### src/hdl/game_pkg.sv
`default_nettype none

package game_pkg;

	////////////////////
	// Types.

	typedef logic [8:0] coord_t;   // Pixel column or row.
	typedef logic [2:0] colour_t;  // One bit per channel, {R, G, B}.

	typedef enum logic [1:0] {
		READY,
		PLAYING,
		WON,
		LOST
	} game_state_t;

	////////////////////
	// Screen and timing.

	localparam int SCREEN_W     = 320;
	localparam int SCREEN_H     = 240;
	localparam int SPRITE_SIZE  = 4;       // Edge of every square sprite.
	localparam int FRAME_CYCLES = 833333;  // 60 Hz frames from 50 MHz.

	localparam colour_t BG_COLOUR     = 3'd0;
	localparam colour_t PLAYER_COLOUR = 3'd2;  // Green.
	localparam colour_t ENEMY_COLOUR  = 3'd4;  // Red.

	// Set 2 make codes.
	localparam logic [7:0] KEY_LEFT  = 8'h6B;
	localparam logic [7:0] KEY_RIGHT = 8'h74;
	localparam logic [7:0] KEY_START = 8'h29;  // Space bar.

	////////////////////
	// Start positions.

	localparam coord_t PLAYER_X0 = 9'd156;
	localparam coord_t PLAYER_Y  = 9'd228;  // Player never leaves this row.
	localparam coord_t ENEMY0_X  = 9'd40;
	localparam coord_t ENEMY1_X  = 9'd260;
	localparam coord_t ENEMY_Y0  = 9'd0;

	localparam int WIN_PASSES = 3;  // Wraps of both enemies together.

endpackage

`default_nettype wire
### src/hdl/plot_bus_if.sv
`timescale 1ns/1ps
`default_nettype none

interface plot_bus_if import game_pkg::*; ();

	logic    cyc;     // Held for a whole paint job.
	logic    stb;     // One pixel per strobe.
	logic    we;
	coord_t  x;
	coord_t  y;
	colour_t colour;
	logic    ack;

	modport master (
		output cyc, stb, we, x, y, colour,
		input  ack
	);

	modport slave (
		input  cyc, stb, we, x, y, colour,
		output ack
	);

endinterface

`default_nettype wire

### src/hdl/dodge_game.sv
`timescale 1ns/1ps
`default_nettype none

module dodge_game import game_pkg::*; #(
	parameter int FRAME_CYCLES = game_pkg::FRAME_CYCLES
) (
	input  bit         clock,
	input  logic       arst_n,
	input  logic [7:0] key_code,
	input  logic       key_valid,
	output logic       plot,
	output coord_t     plot_x,
	output coord_t     plot_y,
	output colour_t    plot_colour,
	output logic       won,
	output logic       lost
);

	logic   tick;
	logic   playing;
	coord_t player_x;
	coord_t enemy0_y;
	coord_t enemy1_y;
	logic   enemy0_passed;
	logic   enemy1_passed;

	plot_bus_if player_bus ();
	plot_bus_if enemy0_bus ();
	plot_bus_if enemy1_bus ();

	////////////////////
	// Sprite engines.

	frame_ticker #(
		.RATE(FRAME_CYCLES)
	) u_frame_ticker (
		.clock (clock),
		.arst_n(arst_n),
		.tick  (tick)
	);

	player_engine u_player (
		.clock    (clock),
		.arst_n   (arst_n),
		.playing  (playing),
		.key_code (key_code),
		.key_valid(key_valid),
		.player_x (player_x),
		.bus      (player_bus)
	);

	enemy_engine #(
		.START_X(ENEMY0_X)
	) u_enemy0 (
		.clock  (clock),
		.arst_n (arst_n),
		.tick   (tick),
		.playing(playing),
		.enemy_y(enemy0_y),
		.passed (enemy0_passed),
		.bus    (enemy0_bus)
	);

	enemy_engine #(
		.START_X(ENEMY1_X)
	) u_enemy1 (
		.clock  (clock),
		.arst_n (arst_n),
		.tick   (tick),
		.playing(playing),
		.enemy_y(enemy1_y),
		.passed (enemy1_passed),
		.bus    (enemy1_bus)
	);

	////////////////////
	// Plot port and game control.

	plot_arbiter u_plot_arbiter (
		.clock      (clock),
		.arst_n     (arst_n),
		.m_player   (player_bus),  // Highest priority.
		.m_enemy0   (enemy0_bus),
		.m_enemy1   (enemy1_bus),
		.plot       (plot),
		.plot_x     (plot_x),
		.plot_y     (plot_y),
		.plot_colour(plot_colour)
	);

	game_referee u_game_referee (
		.clock        (clock),
		.arst_n       (arst_n),
		.key_code     (key_code),
		.key_valid    (key_valid),
		.player_x     (player_x),
		.enemy0_y     (enemy0_y),
		.enemy1_y     (enemy1_y),
		.enemy0_passed(enemy0_passed),
		.enemy1_passed(enemy1_passed),
		.playing      (playing),
		.won          (won),
		.lost         (lost)
	);

endmodule

`default_nettype wire

### src/hdl/game_referee.sv
`timescale 1ns/1ps
`default_nettype none

module game_referee import game_pkg::*; (
	input  bit         clock,
	input  logic       arst_n,
	input  logic [7:0] key_code,
	input  logic       key_valid,
	input  coord_t     player_x,
	input  coord_t     enemy0_y,
	input  coord_t     enemy1_y,
	input  logic       enemy0_passed,
	input  logic       enemy1_passed,
	output logic       playing,
	output logic       won,
	output logic       lost
);

	typedef logic [$clog2(WIN_PASSES + 2)-1:0] pass_count_t;  // Room for two at once.

	game_state_t state;
	pass_count_t passes;
	pass_count_t pass_total;
	logic        hit0;
	logic        hit1;

	// Two squares of the same size overlap.
	function automatic logic overlaps(coord_t ax, coord_t ay, coord_t bx, coord_t by);
		return ax + SPRITE_SIZE > bx && bx + SPRITE_SIZE > ax &&
			ay + SPRITE_SIZE > by && by + SPRITE_SIZE > ay;
	endfunction

	assign hit0       = overlaps(ENEMY0_X, enemy0_y, player_x, PLAYER_Y);
	assign hit1       = overlaps(ENEMY1_X, enemy1_y, player_x, PLAYER_Y);
	assign pass_total = passes + pass_count_t'(enemy0_passed) + pass_count_t'(enemy1_passed);

	always_ff @(posedge clock or negedge arst_n) begin
		if (!arst_n) begin
			state  <= READY;
			passes <= '0;
		end else begin
			case (state)
				READY: begin
					if (key_valid && key_code == KEY_START) begin
						state <= PLAYING;
					end
				end
				PLAYING: begin
					passes <= pass_total;
					if (hit0 || hit1) begin
						state <= LOST;  // Beats a win in the same cycle.
					end else if (pass_total >= WIN_PASSES) begin
						state <= WON;
					end
				end
				default: state <= state;  // Held until reset.
			endcase
		end
	end

	assign playing = state == PLAYING;
	assign won     = state == WON;
	assign lost    = state == LOST;

endmodule

`default_nettype wire

### src/hdl/plot_arbiter.sv
`timescale 1ns/1ps
`default_nettype none

module plot_arbiter import game_pkg::*; (
	input  bit        clock,
	input  logic      arst_n,
	plot_bus_if.slave m_player,
	plot_bus_if.slave m_enemy0,
	plot_bus_if.slave m_enemy1,
	output logic      plot,
	output coord_t    plot_x,
	output coord_t    plot_y,
	output colour_t   plot_colour
);

	typedef enum logic [1:0] {
		GNT_NONE,
		GNT_PLAYER,
		GNT_ENEMY0,
		GNT_ENEMY1
	} grant_t;

	grant_t  grant;
	logic    sel_cyc;
	logic    sel_stb;
	logic    sel_we;
	coord_t  sel_x;
	coord_t  sel_y;
	colour_t sel_colour;
	logic    ack_q;
	logic    hit;

	always_comb begin
		sel_cyc    = 1'b0;
		sel_stb    = 1'b0;
		sel_we     = 1'b0;
		sel_x      = m_player.x;
		sel_y      = m_player.y;
		sel_colour = m_player.colour;
		case (grant)
			GNT_PLAYER: begin
				sel_cyc = m_player.cyc;
				sel_stb = m_player.stb;
				sel_we  = m_player.we;
			end
			GNT_ENEMY0: begin
				sel_cyc    = m_enemy0.cyc;
				sel_stb    = m_enemy0.stb;
				sel_we     = m_enemy0.we;
				sel_x      = m_enemy0.x;
				sel_y      = m_enemy0.y;
				sel_colour = m_enemy0.colour;
			end
			GNT_ENEMY1: begin
				sel_cyc    = m_enemy1.cyc;
				sel_stb    = m_enemy1.stb;
				sel_we     = m_enemy1.we;
				sel_x      = m_enemy1.x;
				sel_y      = m_enemy1.y;
				sel_colour = m_enemy1.colour;
			end
			default: ;
		endcase
	end

	assign hit = sel_cyc && sel_stb && !ack_q;  // One ack per strobe.

	////////////////////
	// Grant and acknowledge.

	always_ff @(posedge clock or negedge arst_n) begin
		if (!arst_n) begin
			grant <= GNT_NONE;
			ack_q <= 1'b0;
			plot  <= 1'b0;
		end else begin
			ack_q <= hit;
			plot  <= hit && sel_we;
			if (grant == GNT_NONE) begin
				if (m_player.cyc) begin
					grant <= GNT_PLAYER;
				end else if (m_enemy0.cyc) begin
					grant <= GNT_ENEMY0;
				end else if (m_enemy1.cyc) begin
					grant <= GNT_ENEMY1;
				end
			end else if (!sel_cyc) begin
				grant <= GNT_NONE;  // Job finished.
			end
		end
	end

	always_ff @(posedge clock) begin
		if (hit) begin
			plot_x      <= sel_x;
			plot_y      <= sel_y;
			plot_colour <= sel_colour;
		end
	end

	assign m_player.ack = ack_q && grant == GNT_PLAYER;
	assign m_enemy0.ack = ack_q && grant == GNT_ENEMY0;
	assign m_enemy1.ack = ack_q && grant == GNT_ENEMY1;

endmodule

`default_nettype wire

### src/hdl/enemy_engine.sv
`timescale 1ns/1ps
`default_nettype none

module enemy_engine import game_pkg::*; #(
	parameter coord_t START_X = ENEMY0_X
) (
	input  bit         clock,
	input  logic       arst_n,
	input  logic       tick,
	input  logic       playing,
	output coord_t     enemy_y,
	output logic       passed,
	plot_bus_if.master bus
);

	logic   busy;
	logic   init_pending;
	logic   step;
	logic   wrap;
	coord_t next_y;

	assign step   = tick && playing && !busy;  // Frames during a job are lost.
	assign wrap   = enemy_y >= SCREEN_H - SPRITE_SIZE;
	assign next_y = wrap ? ENEMY_Y0 : enemy_y + 1'b1;

	always_ff @(posedge clock or negedge arst_n) begin
		if (!arst_n) begin
			enemy_y      <= ENEMY_Y0;
			passed       <= 1'b0;
			init_pending <= 1'b1;
		end else begin
			init_pending <= 1'b0;
			passed       <= step && wrap;
			if (step) begin
				enemy_y <= next_y;
			end
		end
	end

	sprite_painter #(
		.COLOUR(ENEMY_COLOUR)
	) u_painter (
		.clock (clock),
		.arst_n(arst_n),
		.start (init_pending || step),
		.old_x (START_X),
		.old_y (enemy_y),
		.new_x (START_X),
		.new_y (step ? next_y : enemy_y),
		.busy  (busy),
		.bus   (bus)
	);

endmodule

`default_nettype wire

### src/hdl/player_engine.sv
`timescale 1ns/1ps
`default_nettype none

module player_engine import game_pkg::*; (
	input  bit         clock,
	input  logic       arst_n,
	input  logic       playing,
	input  logic [7:0] key_code,
	input  logic       key_valid,
	output coord_t     player_x,
	plot_bus_if.master bus
);

	logic   busy;
	logic   init_pending;  // Paint the start square once.
	logic   move;
	coord_t next_x;

	assign move = playing && !busy && key_valid &&
		(key_code == KEY_LEFT || key_code == KEY_RIGHT);

	// Clamp to the screen edges.
	always_comb begin
		next_x = player_x;
		if (key_code == KEY_LEFT && player_x > 0) begin
			next_x = player_x - 1'b1;
		end else if (key_code == KEY_RIGHT && player_x < SCREEN_W - SPRITE_SIZE) begin
			next_x = player_x + 1'b1;
		end
	end

	always_ff @(posedge clock or negedge arst_n) begin
		if (!arst_n) begin
			player_x     <= PLAYER_X0;
			init_pending <= 1'b1;
		end else begin
			init_pending <= 1'b0;
			if (move) begin
				player_x <= next_x;  // Committed even if the clamp held it.
			end
		end
	end

	sprite_painter #(
		.COLOUR(PLAYER_COLOUR)
	) u_painter (
		.clock (clock),
		.arst_n(arst_n),
		.start (init_pending || move),
		.old_x (player_x),
		.old_y (PLAYER_Y),
		.new_x (move ? next_x : player_x),
		.new_y (PLAYER_Y),
		.busy  (busy),
		.bus   (bus)
	);

endmodule

`default_nettype wire

### src/hdl/sprite_painter.sv
`timescale 1ns/1ps
`default_nettype none

module sprite_painter import game_pkg::*; #(
	parameter colour_t COLOUR = PLAYER_COLOUR
) (
	input  bit         clock,
	input  logic       arst_n,
	input  logic       start,
	input  coord_t     old_x,
	input  coord_t     old_y,
	input  coord_t     new_x,
	input  coord_t     new_y,
	output logic       busy,
	plot_bus_if.master bus
);

	typedef enum logic [1:0] {
		IDLE,
		ERASE,
		DRAW,
		WAIT_ACK
	} paint_state_t;

	typedef logic [$clog2(SPRITE_SIZE)-1:0] offset_t;

	paint_state_t state;
	logic         cyc;
	logic         stb;
	logic         drawing;  // Pixel on the bus belongs to the new square.
	offset_t      col;
	offset_t      row;
	coord_t       erase_x;
	coord_t       erase_y;
	coord_t       draw_x;
	coord_t       draw_y;
	logic         last_pixel;

	assign busy       = state != IDLE;
	assign last_pixel = col == SPRITE_SIZE - 1 && row == SPRITE_SIZE - 1;

	// Both squares are sampled once per job.
	always_ff @(posedge clock) begin
		if (state == IDLE && start) begin
			erase_x <= old_x;
			erase_y <= old_y;
			draw_x  <= new_x;
			draw_y  <= new_y;
		end
	end

	always_ff @(posedge clock or negedge arst_n) begin
		if (!arst_n) begin
			state   <= IDLE;
			cyc     <= 1'b0;
			stb     <= 1'b0;
			drawing <= 1'b0;
			col     <= '0;
			row     <= '0;
		end else begin
			case (state)
				IDLE: begin
					if (start) begin
						cyc   <= 1'b1;  // Bus cycle spans the whole job.
						col   <= '0;
						row   <= '0;
						state <= ERASE;
					end
				end
				ERASE, DRAW: begin
					stb     <= 1'b1;
					drawing <= state == DRAW;
					state   <= WAIT_ACK;
				end
				WAIT_ACK: begin
					if (bus.ack) begin
						stb <= 1'b0;
						if (last_pixel) begin
							col <= '0;
							row <= '0;
							if (drawing) begin
								cyc   <= 1'b0;
								state <= IDLE;
							end else begin
								state <= DRAW;
							end
						end else begin
							if (col == SPRITE_SIZE - 1) begin  // Row-major walk.
								col <= '0;
								row <= row + 1'b1;
							end else begin
								col <= col + 1'b1;
							end
							state <= drawing ? DRAW : ERASE;
						end
					end
				end
				default: state <= IDLE;
			endcase
		end
	end

	assign bus.cyc    = cyc;
	assign bus.stb    = stb;
	assign bus.we     = 1'b1;
	assign bus.x      = (drawing ? draw_x : erase_x) + coord_t'(col);
	assign bus.y      = (drawing ? draw_y : erase_y) + coord_t'(row);
	assign bus.colour = drawing ? COLOUR : BG_COLOUR;

endmodule

`default_nettype wire

### src/hdl/frame_ticker.sv
`timescale 1ns/1ps
`default_nettype none

module frame_ticker import game_pkg::*; #(
	parameter int RATE = FRAME_CYCLES
) (
	input  bit   clock,
	input  logic arst_n,
	output logic tick
);

	typedef logic [$clog2(RATE + 1)-1:0] count_t;

	count_t count;

	always_ff @(posedge clock or negedge arst_n) begin
		if (!arst_n) begin
			count <= count_t'(RATE - 1);
			tick  <= 1'b0;
		end else if (count == '0) begin
			count <= count_t'(RATE - 1);  // Reload for the next frame.
			tick  <= 1'b1;
		end else begin
			count <= count - 1'b1;
			tick  <= 1'b0;
		end
	end

endmodule

`default_nettype wire

### config.mk
export PLATFORM = sky130hd
export DESIGN_NAME = dodge_game
export DESIGN_NICKNAME = d
export VERILOG_FILES = /design/src/hdl/game_pkg.sv /design/src/hdl/plot_bus_if.sv /design/src/hdl/dodge_game.sv /design/src/hdl/game_referee.sv /design/src/hdl/plot_arbiter.sv /design/src/hdl/enemy_engine.sv /design/src/hdl/player_engine.sv /design/src/hdl/sprite_painter.sv /design/src/hdl/frame_ticker.sv
export SDC_FILE = /design/constraint.sdc
export NUM_CORES = 1
export LEC_CHECK = 0
export BUFFER_PORTS_ARGS = -buffer_cell sky130_fd_sc_hd__buf_4
export CORE_ASPECT_RATIO = 0.75
export CORE_MARGIN = 3
export CORE_UTILIZATION = 40
export DETAILED_ROUTE_END_ITERATION = 8
export PLACE_DENSITY = 0.55
export SLEW_MARGIN = 20
export SYNTH_ARGS = -nofsm -noshare
export SYNTH_HDL_FRONTEND = slang
export SYNTH_SLANG_ARGS = --single-unit
### constraint.sdc
create_clock -name clock -period 4.9 [get_ports clock]
set_input_delay 0 -clock clock [delete_from_list [all_inputs] [get_ports clock]]
set_output_delay 0 -clock clock [all_outputs]
set_load 0.03 [all_outputs]
==> results_dict.tcl, run 1 <==
set metrics [dict create \
    status "finished, final reports clean" \
    use_met2_pct 25.2 \
    core-area_um2 20600 \
    worst_slew_pin_slew_ps 988 \
    synth-edff-count 74 \
    numCtsBuffers 17 \
    layout_setup_ws_ps 1990 \
    worst_path_largest_cell_delay_ps 880 \
    switching_share_pct 36.6 \
    port_buffers 33 \
    finalNetCount 851 \
    cts_tree "built" \
    rows 45 \
    gr-max-usage-layer "met1" \
    power_switching_uw 1720 \
    dieArea_um2 23000 \
    clkTransAtPathRegs_ps 60 \
    grtUsageMet1_pct 25.6 \
    worstSetupStartpointType "flop" \
    endpoint_kind "flop" \
    postSynthAreaPerCell_um2 11.2 \
    path_cells "clkinv_1 -> nor2_1 -> a21oi_1 -> a2111oi_4 -> buf_4" \
    cts_sinks 161 \
    synthCells 759 \
    synth_async_sr_flop_share_pct 54.0 \
    post_cts_resized 0 \
    grt_pass1_vias 5856 \
    syn2layout_area_growth_pct 13.0 \
    syn_area_um2 8500 \
    root_buffer "clkbuf_16" \
    placed_cells 1054 \
    rsz0062_at_grt "false" \
    setup_viol 0 \
    cp.required_ps 5030 \
    h-tree-depth 4 \
    dr.pass1.iters 5 \
    yosys-top-cells-area "edfxtp_1 26%, dfrtp_1 21%, ha_1 6.5%, dfstp_2 4.9%, mux2i_1 3.5%" \
    p_leak_uw 0.00383 \
    antenna_left 0 \
    hold_viol_final 0 \
    pre_cts_slack_ps 1750 \
    drt-wirelength-per-cell_um 17.6 \
    finalClockSkew_ps 12.2 \
    finalCritPeriodShare_pct 59.4 \
    crit_family "flip-flops" \
    power_frac_clock_pct 26.3 \
    ys_types 80 \
    clkLatencyLatePin_ps 430 \
    die_height_um 132 \
    hold_path.class "in2reg" \
    die_w_um 174 \
    powerDensity_nw_per_um2 490 \
    antenna_found_initial 0 \
    grt_max_degree 52 \
    maxCapViolCount 0 \
    yosys_warnings 0 \
    grt_overflow 0 \
    maxSlewHeadroom_pct 34.1 \
    n_antenna_cell 0 \
    yosysSeqAreaShare_pct 52.0 \
    drc 0 \
    slew_violations 0 \
    pwr-share-comb_pct 31.6 \
    final_layout_size_suffix_gt1_share_pct 14.7 \
    fmaxAchievable_mhz 344 \
    use_met3_pct 3.57 \
    gp_congestion 0.870 \
    dpl.hpwl_mm 14.0 \
    clockBufferDepth 2 \
    synth_top_area_cell "edfxtp_1" \
    cp.arrival_ps 3040 \
    path_buf_inv 2 \
    grt_pass1_wl_mm 31.6 \
    pwr-share-seq_pct 42.0 \
    cts_setup_buffers 0 \
    slowest_stage "dfrtp_1" \
    viasPerCell 5.42 \
    floorplan.initialDensity_pct 41.3 \
    peakVddDrop_v 0.000185 \
    grt_util_all_layers_pct 17.1 \
    worstSetupPathType "reg2reg" \
    worstPathMaxFanout 26 \
    intPower_uw 2980 \
    vias 5890 \
    tns_ps 0 \
    ioPinCount 35 \
    fin_crit_ps 2910 \
    totalWireLength_mm 19.2 \
    ys_seq_elements 161 \
    drtIter0Drc 482 \
    stdcell_count 1087 \
    yosys.area.top_type_share_pct 26.2 \
    synth_ff_type "edfxtp_1" \
]
-- area by class of cell --
cell class | count | area (um2)
inverters | 30 | 113
multi-input cells | 544 | 3880
fillers | 1860 | 11000
clock buffers | 17 | 425
well taps | 282 | 353
clock inverters | 15 | 123
repair buffers | 38 | 288
flip-flops and latches | 161 | 4420
-- layout by cell type, fill, tap and decap left out, drive strengths merged, types with 6 or more instances in the layout --
cell	netlist	final
edfxtp	74	74
dfrtp	71	71
nand2	66	66
nor2	54	54
o21ai	49	49
ha	44	44
a21oi	43	43
buf	14	37
inv	29	37
mux2i	30	30
nand3	24	24
xor2	21	21
xnor2	20	20
clkbuf	11	17
dfstp	16	16
nor2b	13	13
and3	12	12
nand3b	11	11
a32o	11	11
mux2	10	10
nor3	8	8
and2	7	7
a211oi	7	7
nand2b	6	6
o31ai	6	6
a21boi	6	6
or2	6	6
or4	6	6
clkinv	1	6
-- synthesized netlist by cell type (3+ instances only) --
master / count
xnor2_1: 20
buf_2: 9
o211ai_1: 5
dfrtp_1: 71
a211oi_1: 6
a32o_1: 11
a31oi_1: 4
and3b_1: 3
buf_1: 4
or4_4: 3
ha_1: 44
nand3b_1: 11
o31ai_1: 6
nand2b_1: 6
nor3b_1: 3
inv_1: 28
nor3_1: 8
nand3_1: 24
or3_1: 5
fa_1: 4
and3_1: 12
edfxtp_1: 74
and2_1: 7
nand4_1: 4
nor2b_1: 13
dfstp_2: 16
or4_1: 3
nor4_1: 3
clkbuf_1: 11
a2111oi_0: 3
or2_2: 5
o22ai_1: 4
nand4b_1: 3
a221oi_1: 3
nor2_1: 54
a21oi_1: 43
nand2_1: 66
mux2i_1: 30
mux2_2: 10
a21boi_0: 6
xor2_1: 21
o21ai_0: 48
-- worst paths after layout --
check	startpoint	end	slack [ps]	depth (start not counted)
max in group asynchronous	arst_n	u_enemy0.enemy_y[6]	3710	3
setup reg to reg	u_plot_arbiter.grant[1]	u_plot_arbiter.plot_x[3]	1990	5
hold reg to reg	u_game_referee.passes[2]	u_game_referee.passes[2]	490	1
hold / removal	key_code[7]	u_game_referee.state[0]	40	4
setup / recovery	u_plot_arbiter.grant[1]	u_plot_arbiter.plot_x[3]	1990	5
min in group asynchronous	arst_n	u_player.player_x[1]	110	2
-- worst min-delay path: stages --
cell and delay [ps]:
buf_4 80, nor2b_1 70, a31oi_1 200, a21oi_1 60
-- registers in the layout (all words and copies together), names as in the netlist, 3 cells and up --
| name | count |
|---|---|
| u_enemy0.enemy_y | 9 |
| u_enemy0.u_painter.draw_y | 9 |
| u_enemy0.u_painter.erase_y | 9 |
| u_enemy1.enemy_y | 9 |
| u_enemy1.u_painter.draw_y | 9 |
| u_enemy1.u_painter.erase_y | 9 |
| u_frame_ticker.count | 20 |
| u_game_referee.passes | 3 |
| u_player.player_x | 9 |
| u_player.u_painter.draw_x | 9 |
| u_player.u_painter.erase_x | 9 |
| u_plot_arbiter.plot_x | 9 |
| u_plot_arbiter.plot_y | 9 |
-- repair_timing --
item | 4_1_cts | 5_1_grt
endpoints found under the hold margin | 36 | 0
endpoints found under the setup margin | 0 | 0
hold buffers | 1 | 0
-- routing by layer --
layer | share of wire, % | routed length (um) | up-vias
li1 | - | - | 2851
met1 | 50 | 9630 | 2899
met2 | 45 | 8580 | 121
met3 | 3.9 | 749 | 19
met4 | 1.0 | 199 | 0
met5 | 0 | 0 | -
-- power by group through the flow --
stage	logic, uW	clock network, uW	registers (uW)
2_1_floorplan	968	0	2030
3_3_place_gp	1460	0	1980
3_5_place_dp	1480	0	2000
4_1_cts	1490	1270	1980
5_1_grt	1640	1340	2010
6_report	1490	1240	1980
-- stage by stage --
step	util, %	instance area [um2]	hold slack [ps]	power [uW]
6_report	46.7	9600	39.8	4700
5_1_grt	46.7	9600	65.0	4990
4_1_cts	46.6	9590	33.6	4730
3_5_place_dp	43.9	9030	34.9	3480
3_3_place_gp	43.9	9030	27.2	3440
2_1_floorplan	-	8500	-296	3000
-- kinds of logic (layout without fill, tap and decap cells) --
family,count (synthesis),after routing,synth area share (%)
simple gates,247,247,15.8
compound gates,166,166,13.0
mux,40,40,4.86
xor+xnor,41,41,4.23
fa+ha+maj,48,48,7.42
other cells,1,2,0.0441
flops,161,161,52.0
buf+inv,55,100,2.61
Note: power is estimated with default switching activity, not from simulation.
==> inputs of run 2 (changes only) <==
- PLACE_DENSITY: 0.55 -> 0.53
- clock period: 4.9 -> 2.8 ns (I/O delays scaled with it)
==> run 2 against run 1 <==
  * Cell count grew 1.4%
  * Clock skew down 2.0 ps
  * Sequential power grew 68%
  * Non-clock buffer count grew 15
  * Core utilization up 0.63 points
  * Worst setup slack worse by 1700 ps
  * Largest power group unchanged
==> results_dict.tcl, run 2 (synthesis results as in run 1) <==
set metrics [dict create \
    stdcell_count 1102 \
    whs_ps 23.8 \
    clkLatencyLatePin_ps 420 \
    grt_pass1_vias 5866 \
    clockBufferDepth 2 \
    rows 45 \
    r2r_cells 7 \
    rsz0062_at_grt "false" \
    cp.depth 7 \
    drtIter0Drc 450 \
    totalWireLength_mm 19.2 \
    crit_path_end "u_enemy1.u_painter.row[0]" \
    gp_congestion 0.835 \
    largest_register_ffs 20 \
    post_cts_resized 0 \
    worst_path_largest_cell_delay_ps 450 \
    p_leak_uw 0.00391 \
    n_antenna_cell 0 \
    rr_endpoint "u_enemy1.u_painter.row[0]" \
    finalNetCount 866 \
    placed_cells 1068 \
    status "finished, final reports clean" \
    h-tree-depth 4 \
    final_common_cell "edfxtp_1" \
    finalCritPeriodShare_pct 89.5 \
    tns_ps 0 \
    floorplan.initialDensity_pct 41.3 \
    syn2layout_area_growth_pct 14.5 \
    crit_family "compound AO/OA/AOI/OAI gates" \
    route.met2.wl_mm 8.52 \
    worstPathMaxFanout 8 \
    power_uw 8340 \
    pwr-share-comb_pct 33.9 \
    peakVddDrop_v 0.000346 \
    grt_util_all_layers_pct 17.1 \
    top_layer_used "met5" \
    startpoint "u_enemy1.u_painter.state[0]" \
    slowest_stage "a32oi_2" \
    worst_slew_pin_slew_ps 590 \
    path_cells "inv_1 -> ha_1 -> nand4b_4 -> a32oi_2 -> o211ai_1 -> mux2_2 -> a32o_1" \
    worstSetupPathType "reg2reg" \
    die_height_um 132 \
    antenna_found_initial 1 \
    wl_met1_mm 9.69 \
    vias 5947 \
    hold_viol_final 0 \
    fin_crit_ps 2510 \
    drt-wirelength-per-cell_um 17.5 \
    r2r_slack_ps 290 \
    slew_violations 0 \
    worstSetupStartpointType "flop" \
    powerDensity_nw_per_um2 858 \
    ioPinCount 35 \
    power_switching_uw 3050 \
    dieArea_um2 23000 \
    setup_viol 0 \
    maxSlewHeadroom_pct 59.5 \
    grt_overflow 0 \
    cts_tree "built" \
    hold_path.class "in2reg" \
    final_cell_mix "74 x edfxtp_1, 71 x dfrtp_1, 66 x nand2_1" \
    core-area_um2 20600 \
    fmaxAchievable_mhz 399 \
    die_w_um 174 \
    clkTransAtPathRegs_ps 70 \
    maxCapViolCount 0 \
    cp.required_ps 3110 \
    intPower_uw 5290 \
    cts_sinks 161 \
    cp.arrival_ps 2810 \
    root_buffer "clkbuf_16" \
    reg2reg_from "u_enemy1.u_painter.state[0]" \
    switching_share_pct 36.6 \
    antenna_left 0 \
    path_buf_inv 1 \
    numCtsBuffers 17 \
    cts_setup_buffers 0 \
    wl_met3_um 753 \
    power_frac_clock_pct 26.1 \
    cts_hold_buf 2 \
    endpoint_kind "flop" \
    grt_pass1_wl_mm 31.5 \
    drc 0 \
    dpl.hpwl_mm 14.3 \
    pwr-share-seq_pct 39.9 \
    largest_register "u_frame_ticker.count" \
    viasPerCell 5.40 \
    grt_max_degree 51 \
    dr.pass1.iters 5 \
    final_layout_size_suffix_gt1_share_pct 16.1 \
    finalClockSkew_ps 10.1 \
    port_buffers 33 \
]
==> run 2: worst min path at each step <==
stage | start | to | slack [ps] | cells after the start
6_report | key_code[6] | u_game_referee.state[0] | 20 | 4
5_1_grt | key_code[6] | u_game_referee.state[0] | 50 | 4
4_1_cts | key_code[6] | u_game_referee.state[0] | 20 | 4
3_5_place_dp | arst_n | u_player.player_x[6] | 20 | 1
3_3_place_gp | arst_n | u_player.player_x[6] | 20 | 1
2_1_floorplan | arst_n | u_enemy0.enemy_y[0] | -300 | 0
==> run 2: cell type report <==
| class | count | area (um2) |
|---|---|---|
| flip-flops and latches | 161 | 4420 |
| inverters | 30 | 113 |
| fillers | 1859 | 10800 |
| clock buffers | 18 | 429 |
| multi-input cells | 544 | 3880 |
| well taps | 282 | 353 |
| repair buffers | 53 | 415 |
| clock inverters | 14 | 120 |
==> run 2: worst register-to-register path, delay by kind of cell (launching register included) <==
kind	cells	cell delay [ps]
mux	1	330
fa+ha+maj	1	360
flops	1	400
buf+inv	1	120
compound gates	3	930
simple gates	1	260
==> run 2: per-layer routing <==
metal	vias up	global-route usage, %
li1	2886	-
met1	2916	25.2
met2	118	25.8
met3	25	3.54
met4	2	4.51
met5	-	0
==> run 2: metrics by stage <==
step / area [um2] / utilization, % / worst slack [ps]
2_1_floorplan: 8520 / - / 6.14
3_3_place_gp: 9160 / 44.6 / 324
3_5_place_dp: 9160 / 44.6 / 333
4_1_cts: 9730 / 47.3 / 300
5_1_grt: 9730 / 47.3 / 125
6_report: 9730 / 47.3 / 294
==> run 2: power groups by stage <==
stage                     clock network, uW  registers, uW  logic (uW)
after detailed placement                  0           3380        2830
after floorplan                           0           3540        1730
after global routing                   2340           3390        3130
after global placement                    0           3370        2800
final                                  2180           3330        2830
after CTS                              2220           3330        2850
